[src/decode_pkg.sv]
package decode_pkg;

    // Widths shared by the decode stage
    localparam int unsigned XLEN       = 32;
    localparam int unsigned PC_BITS    = 30;
    localparam int unsigned REG_ADDR_W = 5;

    // Lowest bit of each RV32I instruction field
    localparam int unsigned OPCODE_POS = 2;
    localparam int unsigned RD_POS     = 7;
    localparam int unsigned FUNCT3_POS = 12;
    localparam int unsigned RS1_POS    = 15;
    localparam int unsigned RS2_POS    = 20;
    localparam int unsigned FUNCT7_POS = 25;

    // Bits 31 to 7 of the fixed SYSTEM encodings
    localparam logic [24:0] ENC_ECALL  = 25'h0000000;
    localparam logic [24:0] ENC_EBREAK = 25'h0002000;
    localparam logic [24:0] ENC_MRET   = 25'h0604000;
    localparam logic [24:0] ENC_WFI    = 25'h020A000;

    // Major opcodes, instruction bits 6 to 2
    typedef enum logic [4:0] {
        OPC_LOAD     = 5'b00000,
        OPC_MISC_MEM = 5'b00011,
        OPC_OP_IMM   = 5'b00100,
        OPC_AUIPC    = 5'b00101,
        OPC_STORE    = 5'b01000,
        OPC_OP       = 5'b01100,
        OPC_LUI      = 5'b01101,
        OPC_BRANCH   = 5'b11000,
        OPC_JALR     = 5'b11001,
        OPC_JAL      = 5'b11011,
        OPC_SYSTEM   = 5'b11100
    } opcode_e;

    // Unit that receives the micro-op
    typedef enum logic [3:0] {
        CLS_ALU     = 4'd0,
        CLS_BRANCH  = 4'd1,
        CLS_LOAD    = 4'd2,
        CLS_STORE   = 4'd3,
        CLS_CSR     = 4'd4,
        CLS_FENCE   = 4'd5,
        CLS_FENCE_I = 4'd6,
        CLS_SYSTEM  = 4'd7,
        CLS_NONE    = 4'd15
    } exec_class_e;

    // Machine cause codes raised by decode
    typedef enum logic [3:0] {
        EXC_ILLEGAL    = 4'd2,
        EXC_BREAKPOINT = 4'd3,
        EXC_ECALL_U    = 4'd8,
        EXC_ECALL_M    = 4'd11
    } excp_code_e;

    // Sub-ops with no funct3 of their own
    // ALU sub-ops {1,010} and {1,011} never occur for OP or OP-IMM
    localparam logic [3:0] SUB_LUI   = 4'b1010;
    localparam logic [3:0] SUB_AUIPC = 4'b1011;
    // Conditional branches keep {0,funct3} in the branch unit
    localparam logic [3:0] SUB_JAL   = 4'b1000;
    localparam logic [3:0] SUB_JALR  = 4'b1001;
    // SYSTEM class
    localparam logic [3:0] SUB_ECALL  = 4'd0;
    localparam logic [3:0] SUB_EBREAK = 4'd1;
    localparam logic [3:0] SUB_MRET   = 4'd2;
    localparam logic [3:0] SUB_WFI    = 4'd3;

    typedef struct packed {
        exec_class_e           cls;
        logic [3:0]            sub_op;
        logic                  uses_imm;
        logic [REG_ADDR_W-1:0] rs1;
        logic [REG_ADDR_W-1:0] rs2;
        logic [REG_ADDR_W-1:0] rd;
        logic [XLEN-1:0]       imm;
        logic                  writes_rd;
        logic                  excp_valid;
        excp_code_e            excp_code;
    } uop_t;

    typedef struct packed {
        logic [PC_BITS-1:0] pc;
        logic [31:0]        ins0;
        logic [31:0]        ins1;
        logic               ins1_valid;
        logic               fetch_excp_valid;
        logic [3:0]         fetch_excp_code;
    } fetch_bundle_t;

    typedef struct packed {
        logic machine_mode;
        logic trap_wfi;
    } priv_ctrl_t;

endpackage
[src/dual_decode.sv]
module dual_decode (
    input  logic                            cpu_clk_i,
    input  logic                            rst_n_i,
    input  logic                            flush_i,

    // Fetch side
    input  decode_pkg::fetch_bundle_t       fetch_bundle_i,
    input  logic                            fetch_valid_i,
    output logic                            busy_o,

    input  decode_pkg::priv_ctrl_t          priv_i,

    // Rename side
    input  logic                            rn_busy_i,
    output logic                            valid_o,
    output decode_pkg::uop_t                uop0_o,
    output decode_pkg::uop_t                uop1_o,
    output logic                            ins1_valid_o,
    output logic [decode_pkg::PC_BITS-1:0]  pc_o
);
    import decode_pkg::*;

    localparam int unsigned BUNDLE_W = $bits(fetch_bundle_t);

    fetch_bundle_t buf_bundle;
    logic          buf_valid;
    uop_t          slot0_uop;
    uop_t          slot1_uop;

    // Holds the bundle while rename stalls
    skid_buffer #(
        .DATA_W (BUNDLE_W)
    ) i_skid_buffer (
        .cpu_clk_i (cpu_clk_i),
        .rst_n_i   (rst_n_i),
        .flush_i   (flush_i),
        .data_i    (fetch_bundle_i),
        .valid_i   (fetch_valid_i),
        .busy_o    (busy_o),
        .data_o    (buf_bundle),
        .valid_o   (buf_valid),
        .ready_i   (~rn_busy_i)
    );

    slot_decoder i_slot0 (
        .instr_i            (buf_bundle.ins0),
        .priv_i             (priv_i),
        .fetch_excp_valid_i (buf_bundle.fetch_excp_valid),
        .fetch_excp_code_i  (buf_bundle.fetch_excp_code),
        .uop_o              (slot0_uop)
    );

    // Same fetch fault reported in both slots
    slot_decoder i_slot1 (
        .instr_i            (buf_bundle.ins1),
        .priv_i             (priv_i),
        .fetch_excp_valid_i (buf_bundle.fetch_excp_valid),
        .fetch_excp_code_i  (buf_bundle.fetch_excp_code),
        .uop_o              (slot1_uop)
    );

    // Flush wins over a stall
    always_ff @(posedge cpu_clk_i or negedge rst_n_i) begin
        if (!rst_n_i) begin
            valid_o <= 1'b0;
        end else if (flush_i) begin
            valid_o <= 1'b0;
        end else if (!rn_busy_i) begin
            valid_o <= buf_valid;
        end
    end

    // Payload only moves when rename takes it
    always_ff @(posedge cpu_clk_i) begin
        if (!rn_busy_i) begin
            uop0_o       <= slot0_uop;
            uop1_o       <= slot1_uop;
            ins1_valid_o <= buf_bundle.ins1_valid;
            pc_o         <= buf_bundle.pc;
        end
    end

endmodule

[src/slot_decoder.sv]
module slot_decoder (
    input  logic [31:0]            instr_i,
    input  decode_pkg::priv_ctrl_t priv_i,
    input  logic                   fetch_excp_valid_i,
    input  logic [3:0]             fetch_excp_code_i,
    output decode_pkg::uop_t       uop_o
);
    import decode_pkg::*;

    opcode_e               opcode;
    logic [2:0]            funct3;
    logic [6:0]            funct7;
    logic [REG_ADDR_W-1:0] rd;
    logic [XLEN-1:0]       imm;

    logic                  is_system;
    logic                  is_ecall;
    logic                  is_ebreak;
    logic                  is_mret;
    logic                  is_wfi;

    exec_class_e           cls_raw;
    logic [3:0]            sub_op;
    logic                  uses_imm;
    logic                  enc_legal;
    logic                  gpr_dest;
    logic                  illegal;
    logic                  priv_illegal;
    logic                  excp_valid;
    excp_code_e            excp_code;

    assign opcode = opcode_e'(instr_i[OPCODE_POS +: 5]);
    assign funct3 = instr_i[FUNCT3_POS +: 3];
    assign funct7 = instr_i[FUNCT7_POS +: 7];
    assign rd     = instr_i[RD_POS +: REG_ADDR_W];

    imm_gen i_imm_gen (
        .instr_i  (instr_i),
        .opcode_i (opcode),
        .imm_o    (imm)
    );

    // Fixed SYSTEM encodings including rd and rs1
    assign is_system = (opcode == OPC_SYSTEM);
    assign is_ecall  = is_system && (instr_i[31:7] == ENC_ECALL);
    assign is_ebreak = is_system && (instr_i[31:7] == ENC_EBREAK);
    assign is_mret   = is_system && (instr_i[31:7] == ENC_MRET);
    assign is_wfi    = is_system && (instr_i[31:7] == ENC_WFI);

    always_comb begin
        cls_raw   = CLS_NONE;
        sub_op    = {1'b0, funct3};
        uses_imm  = 1'b0;
        enc_legal = 1'b1;
        gpr_dest  = 1'b0;
        case (opcode)
            OPC_LOAD: begin
                cls_raw   = CLS_LOAD;
                uses_imm  = 1'b1;
                gpr_dest  = 1'b1;
                // LD and the whole 11x group are not RV32I loads
                enc_legal = (funct3 != 3'd3) && (funct3[2:1] != 2'b11);
            end
            OPC_STORE: begin
                cls_raw   = CLS_STORE;
                uses_imm  = 1'b1;
                enc_legal = (funct3 <= 3'd2);
            end
            OPC_OP: begin
                cls_raw   = CLS_ALU;
                sub_op    = {instr_i[30], funct3};
                gpr_dest  = 1'b1;
                enc_legal = (funct7 == 7'h00) ||
                            ((funct7 == 7'h20) && ((funct3 == 3'd0) || (funct3 == 3'd5)));
            end
            OPC_OP_IMM: begin
                cls_raw  = CLS_ALU;
                uses_imm = 1'b1;
                gpr_dest = 1'b1;
                // Bit 30 is immediate data except on shifts
                if (funct3 == 3'd1) begin
                    sub_op    = {instr_i[30], funct3};
                    enc_legal = (funct7 == 7'h00);
                end else if (funct3 == 3'd5) begin
                    sub_op    = {instr_i[30], funct3};
                    enc_legal = (funct7 == 7'h00) || (funct7 == 7'h20);
                end
            end
            OPC_LUI: begin
                cls_raw  = CLS_ALU;
                sub_op   = SUB_LUI;
                uses_imm = 1'b1;
                gpr_dest = 1'b1;
            end
            OPC_AUIPC: begin
                cls_raw  = CLS_ALU;
                sub_op   = SUB_AUIPC;
                uses_imm = 1'b1;
                gpr_dest = 1'b1;
            end
            OPC_JAL: begin
                cls_raw  = CLS_BRANCH;
                sub_op   = SUB_JAL;
                uses_imm = 1'b1;
                gpr_dest = 1'b1;
            end
            OPC_JALR: begin
                cls_raw   = CLS_BRANCH;
                sub_op    = SUB_JALR;
                uses_imm  = 1'b1;
                gpr_dest  = 1'b1;
                enc_legal = (funct3 == 3'd0);
            end
            OPC_BRANCH: begin
                cls_raw   = CLS_BRANCH;
                uses_imm  = 1'b1;
                // funct3 010 and 011 are reserved
                enc_legal = (funct3[2:1] != 2'b01);
            end
            OPC_MISC_MEM: begin
                if (funct3 == 3'd0) begin
                    cls_raw = CLS_FENCE;
                end else if (funct3 == 3'd1) begin
                    cls_raw = CLS_FENCE_I;
                end else begin
                    enc_legal = 1'b0;
                end
            end
            OPC_SYSTEM: begin
                if (funct3 != 3'd0) begin
                    cls_raw   = CLS_CSR;
                    gpr_dest  = 1'b1;
                    enc_legal = (funct3 != 3'd4);
                end else begin
                    cls_raw   = CLS_SYSTEM;
                    enc_legal = is_ecall | is_ebreak | is_mret | is_wfi;
                    if (is_ebreak) begin
                        sub_op = SUB_EBREAK;
                    end else if (is_mret) begin
                        sub_op = SUB_MRET;
                    end else if (is_wfi) begin
                        sub_op = SUB_WFI;
                    end else begin
                        sub_op = SUB_ECALL;
                    end
                end
            end
            default: begin
                enc_legal = 1'b0;
            end
        endcase
    end

    // 16-bit encodings are not supported
    assign illegal = ~enc_legal | (instr_i[1:0] != 2'b11);

    // MRET needs M-mode and WFI traps from U-mode when TW is set
    assign priv_illegal = (is_mret & ~priv_i.machine_mode) |
                          (is_wfi & ~priv_i.machine_mode & priv_i.trap_wfi);

    always_comb begin
        excp_valid = 1'b1;
        if (fetch_excp_valid_i) begin
            excp_code = excp_code_e'(fetch_excp_code_i);
        end else if (illegal | priv_illegal) begin
            excp_code = EXC_ILLEGAL;
        end else if (is_ecall) begin
            excp_code = priv_i.machine_mode ? EXC_ECALL_M : EXC_ECALL_U;
        end else if (is_ebreak) begin
            excp_code = EXC_BREAKPOINT;
        end else begin
            excp_valid = 1'b0;
            excp_code  = excp_code_e'(4'd0);
        end
    end

    always_comb begin
        uop_o.cls        = illegal ? CLS_NONE : cls_raw;
        uop_o.sub_op     = sub_op;
        uop_o.uses_imm   = uses_imm;
        uop_o.rs1        = instr_i[RS1_POS +: REG_ADDR_W];
        uop_o.rs2        = instr_i[RS2_POS +: REG_ADDR_W];
        uop_o.rd         = rd;
        uop_o.imm        = imm;
        uop_o.writes_rd  = gpr_dest & ~illegal & (rd != '0);
        uop_o.excp_valid = excp_valid;
        uop_o.excp_code  = excp_code;
    end

endmodule

[src/imm_gen.sv]
module imm_gen (
    input  logic [31:0]         instr_i,
    input  decode_pkg::opcode_e opcode_i,
    output logic [31:0]         imm_o
);
    import decode_pkg::*;

    logic [XLEN-1:0] imm_i_fmt;
    logic [XLEN-1:0] imm_s_fmt;
    logic [XLEN-1:0] imm_b_fmt;
    logic [XLEN-1:0] imm_u_fmt;
    logic [XLEN-1:0] imm_j_fmt;

    assign imm_i_fmt = {{20{instr_i[31]}}, instr_i[31:20]};

    assign imm_s_fmt = {{20{instr_i[31]}}, instr_i[31:25], instr_i[11:7]};

    // Branch and jump offsets are in half-words with bit 0 always zero
    assign imm_b_fmt = {{20{instr_i[31]}}, instr_i[7], instr_i[30:25],
                        instr_i[11:8], 1'b0};

    assign imm_u_fmt = {instr_i[31:12], 12'h000};

    assign imm_j_fmt = {{12{instr_i[31]}}, instr_i[19:12], instr_i[20],
                        instr_i[30:21], 1'b0};

    always_comb begin
        case (opcode_i)
            // SYSTEM carries the CSR address in the I field
            OPC_OP_IMM,
            OPC_JALR,
            OPC_LOAD,
            OPC_SYSTEM: imm_o = imm_i_fmt;
            OPC_STORE:  imm_o = imm_s_fmt;
            OPC_BRANCH: imm_o = imm_b_fmt;
            OPC_LUI,
            OPC_AUIPC:  imm_o = imm_u_fmt;
            OPC_JAL:    imm_o = imm_j_fmt;
            default:    imm_o = '0;
        endcase
    end

endmodule

[src/skid_buffer.sv]
module skid_buffer #(
    parameter int unsigned DATA_W = 32
) (
    input  logic              cpu_clk_i,
    input  logic              rst_n_i,
    input  logic              flush_i,

    // Upstream side
    input  logic [DATA_W-1:0] data_i,
    input  logic              valid_i,
    output logic              busy_o,

    // Downstream side
    output logic [DATA_W-1:0] data_o,
    output logic              valid_o,
    input  logic              ready_i
);

    logic              stored_valid_q;
    logic [DATA_W-1:0] stored_data_q;
    logic              accept;
    logic              capture;

    // New data is taken only while nothing is parked
    assign accept  = valid_i & ~stored_valid_q & ~flush_i;

    // Park the entry when downstream cannot take it this cycle
    assign capture = accept & ~ready_i;

    always_ff @(posedge cpu_clk_i or negedge rst_n_i) begin
        if (!rst_n_i) begin
            stored_valid_q <= 1'b0;
        end else if (flush_i) begin
            stored_valid_q <= 1'b0;
        end else if (capture) begin
            stored_valid_q <= 1'b1;
        end else if (ready_i) begin
            // Parked entry drained downstream
            stored_valid_q <= 1'b0;
        end
    end

    always_ff @(posedge cpu_clk_i) begin
        if (capture) begin
            stored_data_q <= data_i;
        end
    end

    // Upstream must hold its bundle while an entry is parked
    assign busy_o  = stored_valid_q;

    // Parked entry goes out before anything new
    assign data_o  = stored_valid_q ? stored_data_q : data_i;
    assign valid_o = stored_valid_q | accept;

endmodule

[config.mk]
export PLATFORM = sky130hd
export DESIGN_NAME = dual_decode
export DESIGN_NICKNAME = d
export VERILOG_FILES = /design/src/decode_pkg.sv /design/src/dual_decode.sv /design/src/slot_decoder.sv /design/src/imm_gen.sv /design/src/skid_buffer.sv
export SDC_FILE = /design/constraint.sdc
export NUM_CORES = 1
export LEC_CHECK = 0
export BUFFER_PORTS_ARGS = -buffer_cell sky130_fd_sc_hd__clkbuf_2
export CAP_MARGIN = 10
export CORE_MARGIN = 3
export CORE_UTILIZATION = 55
export DETAILED_ROUTE_END_ITERATION = 6
export GPL_ROUTABILITY_DRIVEN = 0
export GPL_TIMING_DRIVEN = 0
export PLACE_DENSITY = 0.85
export RECOVER_POWER = 25
export SYNTH_ARGS = -nofsm -noshare
export SYNTH_HDL_FRONTEND = slang
export SYNTH_SLANG_ARGS = --single-unit
[constraint.sdc]
create_clock -name cpu_clk_i -period 30.1 [get_ports cpu_clk_i]
set_clock_uncertainty 0.15 [all_clocks]
set_input_delay 1.505 -clock cpu_clk_i [delete_from_list [all_inputs] [get_ports cpu_clk_i]]
set_output_delay 1.505 -clock cpu_clk_i [all_outputs]
set_load 0.005 [all_outputs]
==> impl_metrics.json <==
{
  "peakVddDrop_uv": 44.4,
  "p_comb_share_pct": 9.9,
  "postCtsSetupRepairBufs": 0,
  "hold_class": "reg -> reg",
  "fin_cells": 1404,
  "finalSetupViolCount": 0,
  "ctsLongestPathBuffers": 3,
  "seq_area_frac_synth_pct": 67.4,
  "die_y_um": 150,
  "startpoint_type": "input port",
  "numCtsBuffers": 26,
  "initial_core_util_pct": 56.1,
  "finalNetCount": 1221,
  "grt_max_degree": 80,
  "tns_ps": 0,
  "via_per_inst": 6.07,
  "num_rows": 52,
  "drive_above_1_share_pct": 28.1,
  "period_share_pct": 23.3,
  "ys.flop_type": "edfxtp_1",
  "yosysUniqueCellTypes": 71,
  "drc": 2,
  "clock_latency_ps": 530,
  "grt_pass1_wl_mm": 46.5,
  "synth_seq_cells": 256,
  "yosys_warnings": 0,
  "async_flop_share_pct": 0.781,
  "cts_root_buf": "clkbuf_16",
  "p_int_mw": 0.643,
  "htreeDepth": 1,
  "pre_cts_slack_ps": 25120,
  "critical_path_class": "in -> reg",
  "dp_cells": 1356,
  "yosysTopAreaCellShare_pct": 67.0,
  "holdBufCountCts": 0,
  "rsz0062_at_grt": "no",
  "area_growth_pct": 22.4,
  "max_slew_margin_pct": -139,
  "layout_setup_ws_ps": 23070,
  "worst_pin_slew_ps": 3560,
  "firstDrtPassIters": 7,
  "ys_top_cells_by_count": "edfxtp_1, o21ai_0, mux2_2",
  "p_seq_share_pct": 50.6,
  "die_w_um": 150,
  "switching_share_pct": 22.5,
  "p_leak_nw": 5.11,
  "grt_overflow": 0,
  "power_mw": 0.831,
  "core-area_sq_um": 20300,
  "reg2reg_slack_ps": 24500,
  "clkPwrFrac_pct": 39.5,
  "place_hpwl_mm": 22.1,
  "wl_mm": 30.8,
  "synth_edf_count": 254,
  "slew_viol_final": 78,
  "cts_tree": "built",
  "syn-num-nets": 915,
  "yosys.cell_count.top_type": "edfxtp_1",
  "dieArea_sq_um": 22500,
  "grt_use_total_pct": 26.7,
  "critical_path_peak_fanout": 78,
  "hold_viol_final": 0,
  "power_density_nw_per_um2": 59.6,
  "yosysTopAreaCell": "edfxtp_1",
  "clk_pin_slew_ps": 60,
  "synth.area.top_cells": "edfxtp_1, mux2_2, mux2i_1",
  "num_vias": 8517,
  "min_period_ps": 7030,
  "drt_iter0_markers": 1134,
  "drt-wirelength-per-cell_um": 21.9,
  "end_kind": "flip-flop",
  "synth_area_per_cell_sq_um": 14.1,
  "arrival_ps": 7110,
  "syn_inst": 808,
  "detail-route-antenna-nets": 0,
  "netlist_area_sq_um": 11400,
  "grt_pass1_vias": 8282,
  "antenna_found_initial": 2,
  "cts.sink_count": 256,
  "fmax_mhz": 142,
  "violations": "DRC, capacitance limit, slew limit",
  "status": "finished, violations left",
  "required_ps": 30180,
  "num_io_pins": 264,
  "cts_resized": 0,
  "port-buffer-count": 263,
  "fill_cells": 1474,
  "switchingPower_mw": 0.187,
  "max-cap-violations": 1
}
-- metal layers --
| layer | wire (um) | share of wire, % | track usage (%) | up-vias |
|---|---|---|---|---|
| li1 | - | - | - | 3798 |
| met1 | 11600 | 38 | 35.4 | 4081 |
| met2 | 15000 | 49 | 43.6 | 527 |
| met3 | 2980 | 9.7 | 5.51 | 107 |
| met4 | 1240 | 4.0 | 10.3 | 4 |
| met5 | 21 | 0.068 | 0 | - |
-- placed cells by master (no fill, tap or decap), types with 15 or more instances in the layout --
master       n
clkbuf_16   27
o21ai_0     64
mux2_2      57
clkbuf_1   109
inv_1       27
edfxtp_1   254
nor3_1      24
clkbuf_2   170
a21oi_1     24
buf_2       15
nor2_1      50
mux2i_1     46
nand2_1     43
-- power groups by stage --
stage                     Combinational (mW)  Sequential [mW]  Clock [mW]
after global placement                0.0782            0.431           0
after global routing                  0.0896            0.421       0.347
after floorplan                       0.0398            0.430           0
after CTS                             0.0834            0.419       0.332
final                                 0.0824            0.420       0.328
after detailed placement              0.0823            0.427           0
-- flip-flops by register name, summed over array words and instances, names as in the netlist --
signal	cells
pc_o	30
uop0_o	62
valid_o	1
ins1_valid_o	1
uop1_o	61
i_skid_buffer.busy_o	1
i_skid_buffer.stored_data_q	100
-- path summary, 6_finish.rpt --
kind                                       from                         endpoint  cells past startpoint
setup / recovery                      rn_busy_i  i_skid_buffer.stored_data_q[32]                      8
hold / removal                          valid_o                          valid_o                      2
setup reg to reg           i_skid_buffer.busy_o  i_skid_buffer.stored_data_q[32]                     15
hold reg to reg                         valid_o                          valid_o                      2
max in group asynchronous               rst_n_i             i_skid_buffer.busy_o                      1
min in group asynchronous               rst_n_i             i_skid_buffer.busy_o                      1
-- area by class of cell --
| cell class | count | area [sq um] | share of cell area, % |
|---|---|---|---|
| Antenna cell | 1 | 2.50 | 0.0180 |
| Inverter | 28 | 106 | 0.763 |
| Multi-Input combinational cell | 496 | 3470 | 24.9 |
| Buffer | 28 | 135 | 0.969 |
| Sequential cell | 256 | 7680 | 55.1 |
| Tap cell | 270 | 338 | 2.42 |
| Clock inverter | 14 | 173 | 1.24 |
| Clock buffer | 33 | 698 | 5.01 |
| Timing Repair Buffer | 278 | 1340 | 9.59 |
-- critical path, cell delays in order --
cell	delay, ps
clkbuf_1	140
clkinvlp_2	2680
nor4b_2	1730
buf_4	310
buf_4	170
buf_4	190
buf_4	180
buf_4	190
-- stage by stage --
step | util (%) | cell area [sq um] | hold WS [ps]
floorplan | - | 11400 | 358
global placement | 64.2 | 13000 | 356
detailed placement | 65.0 | 13200 | 382
CTS | 69.3 | 14100 | 393
global route | 68.7 | 13900 | 415
finish | 68.7 | 13900 | 392
-- cell families after synthesis --
family | count (synthesis) | synth area share (%)
XOR/XNOR | 3 | 0.231
AND/OR/NAND/NOR | 222 | 10.9
multiplexers | 103 | 9.68
AO/OA/AOI/OAI | 168 | 9.66
flip-flops | 256 | 67.4
buffers and inverters | 56 | 2.14
Power figures use the tool's default switching activity.
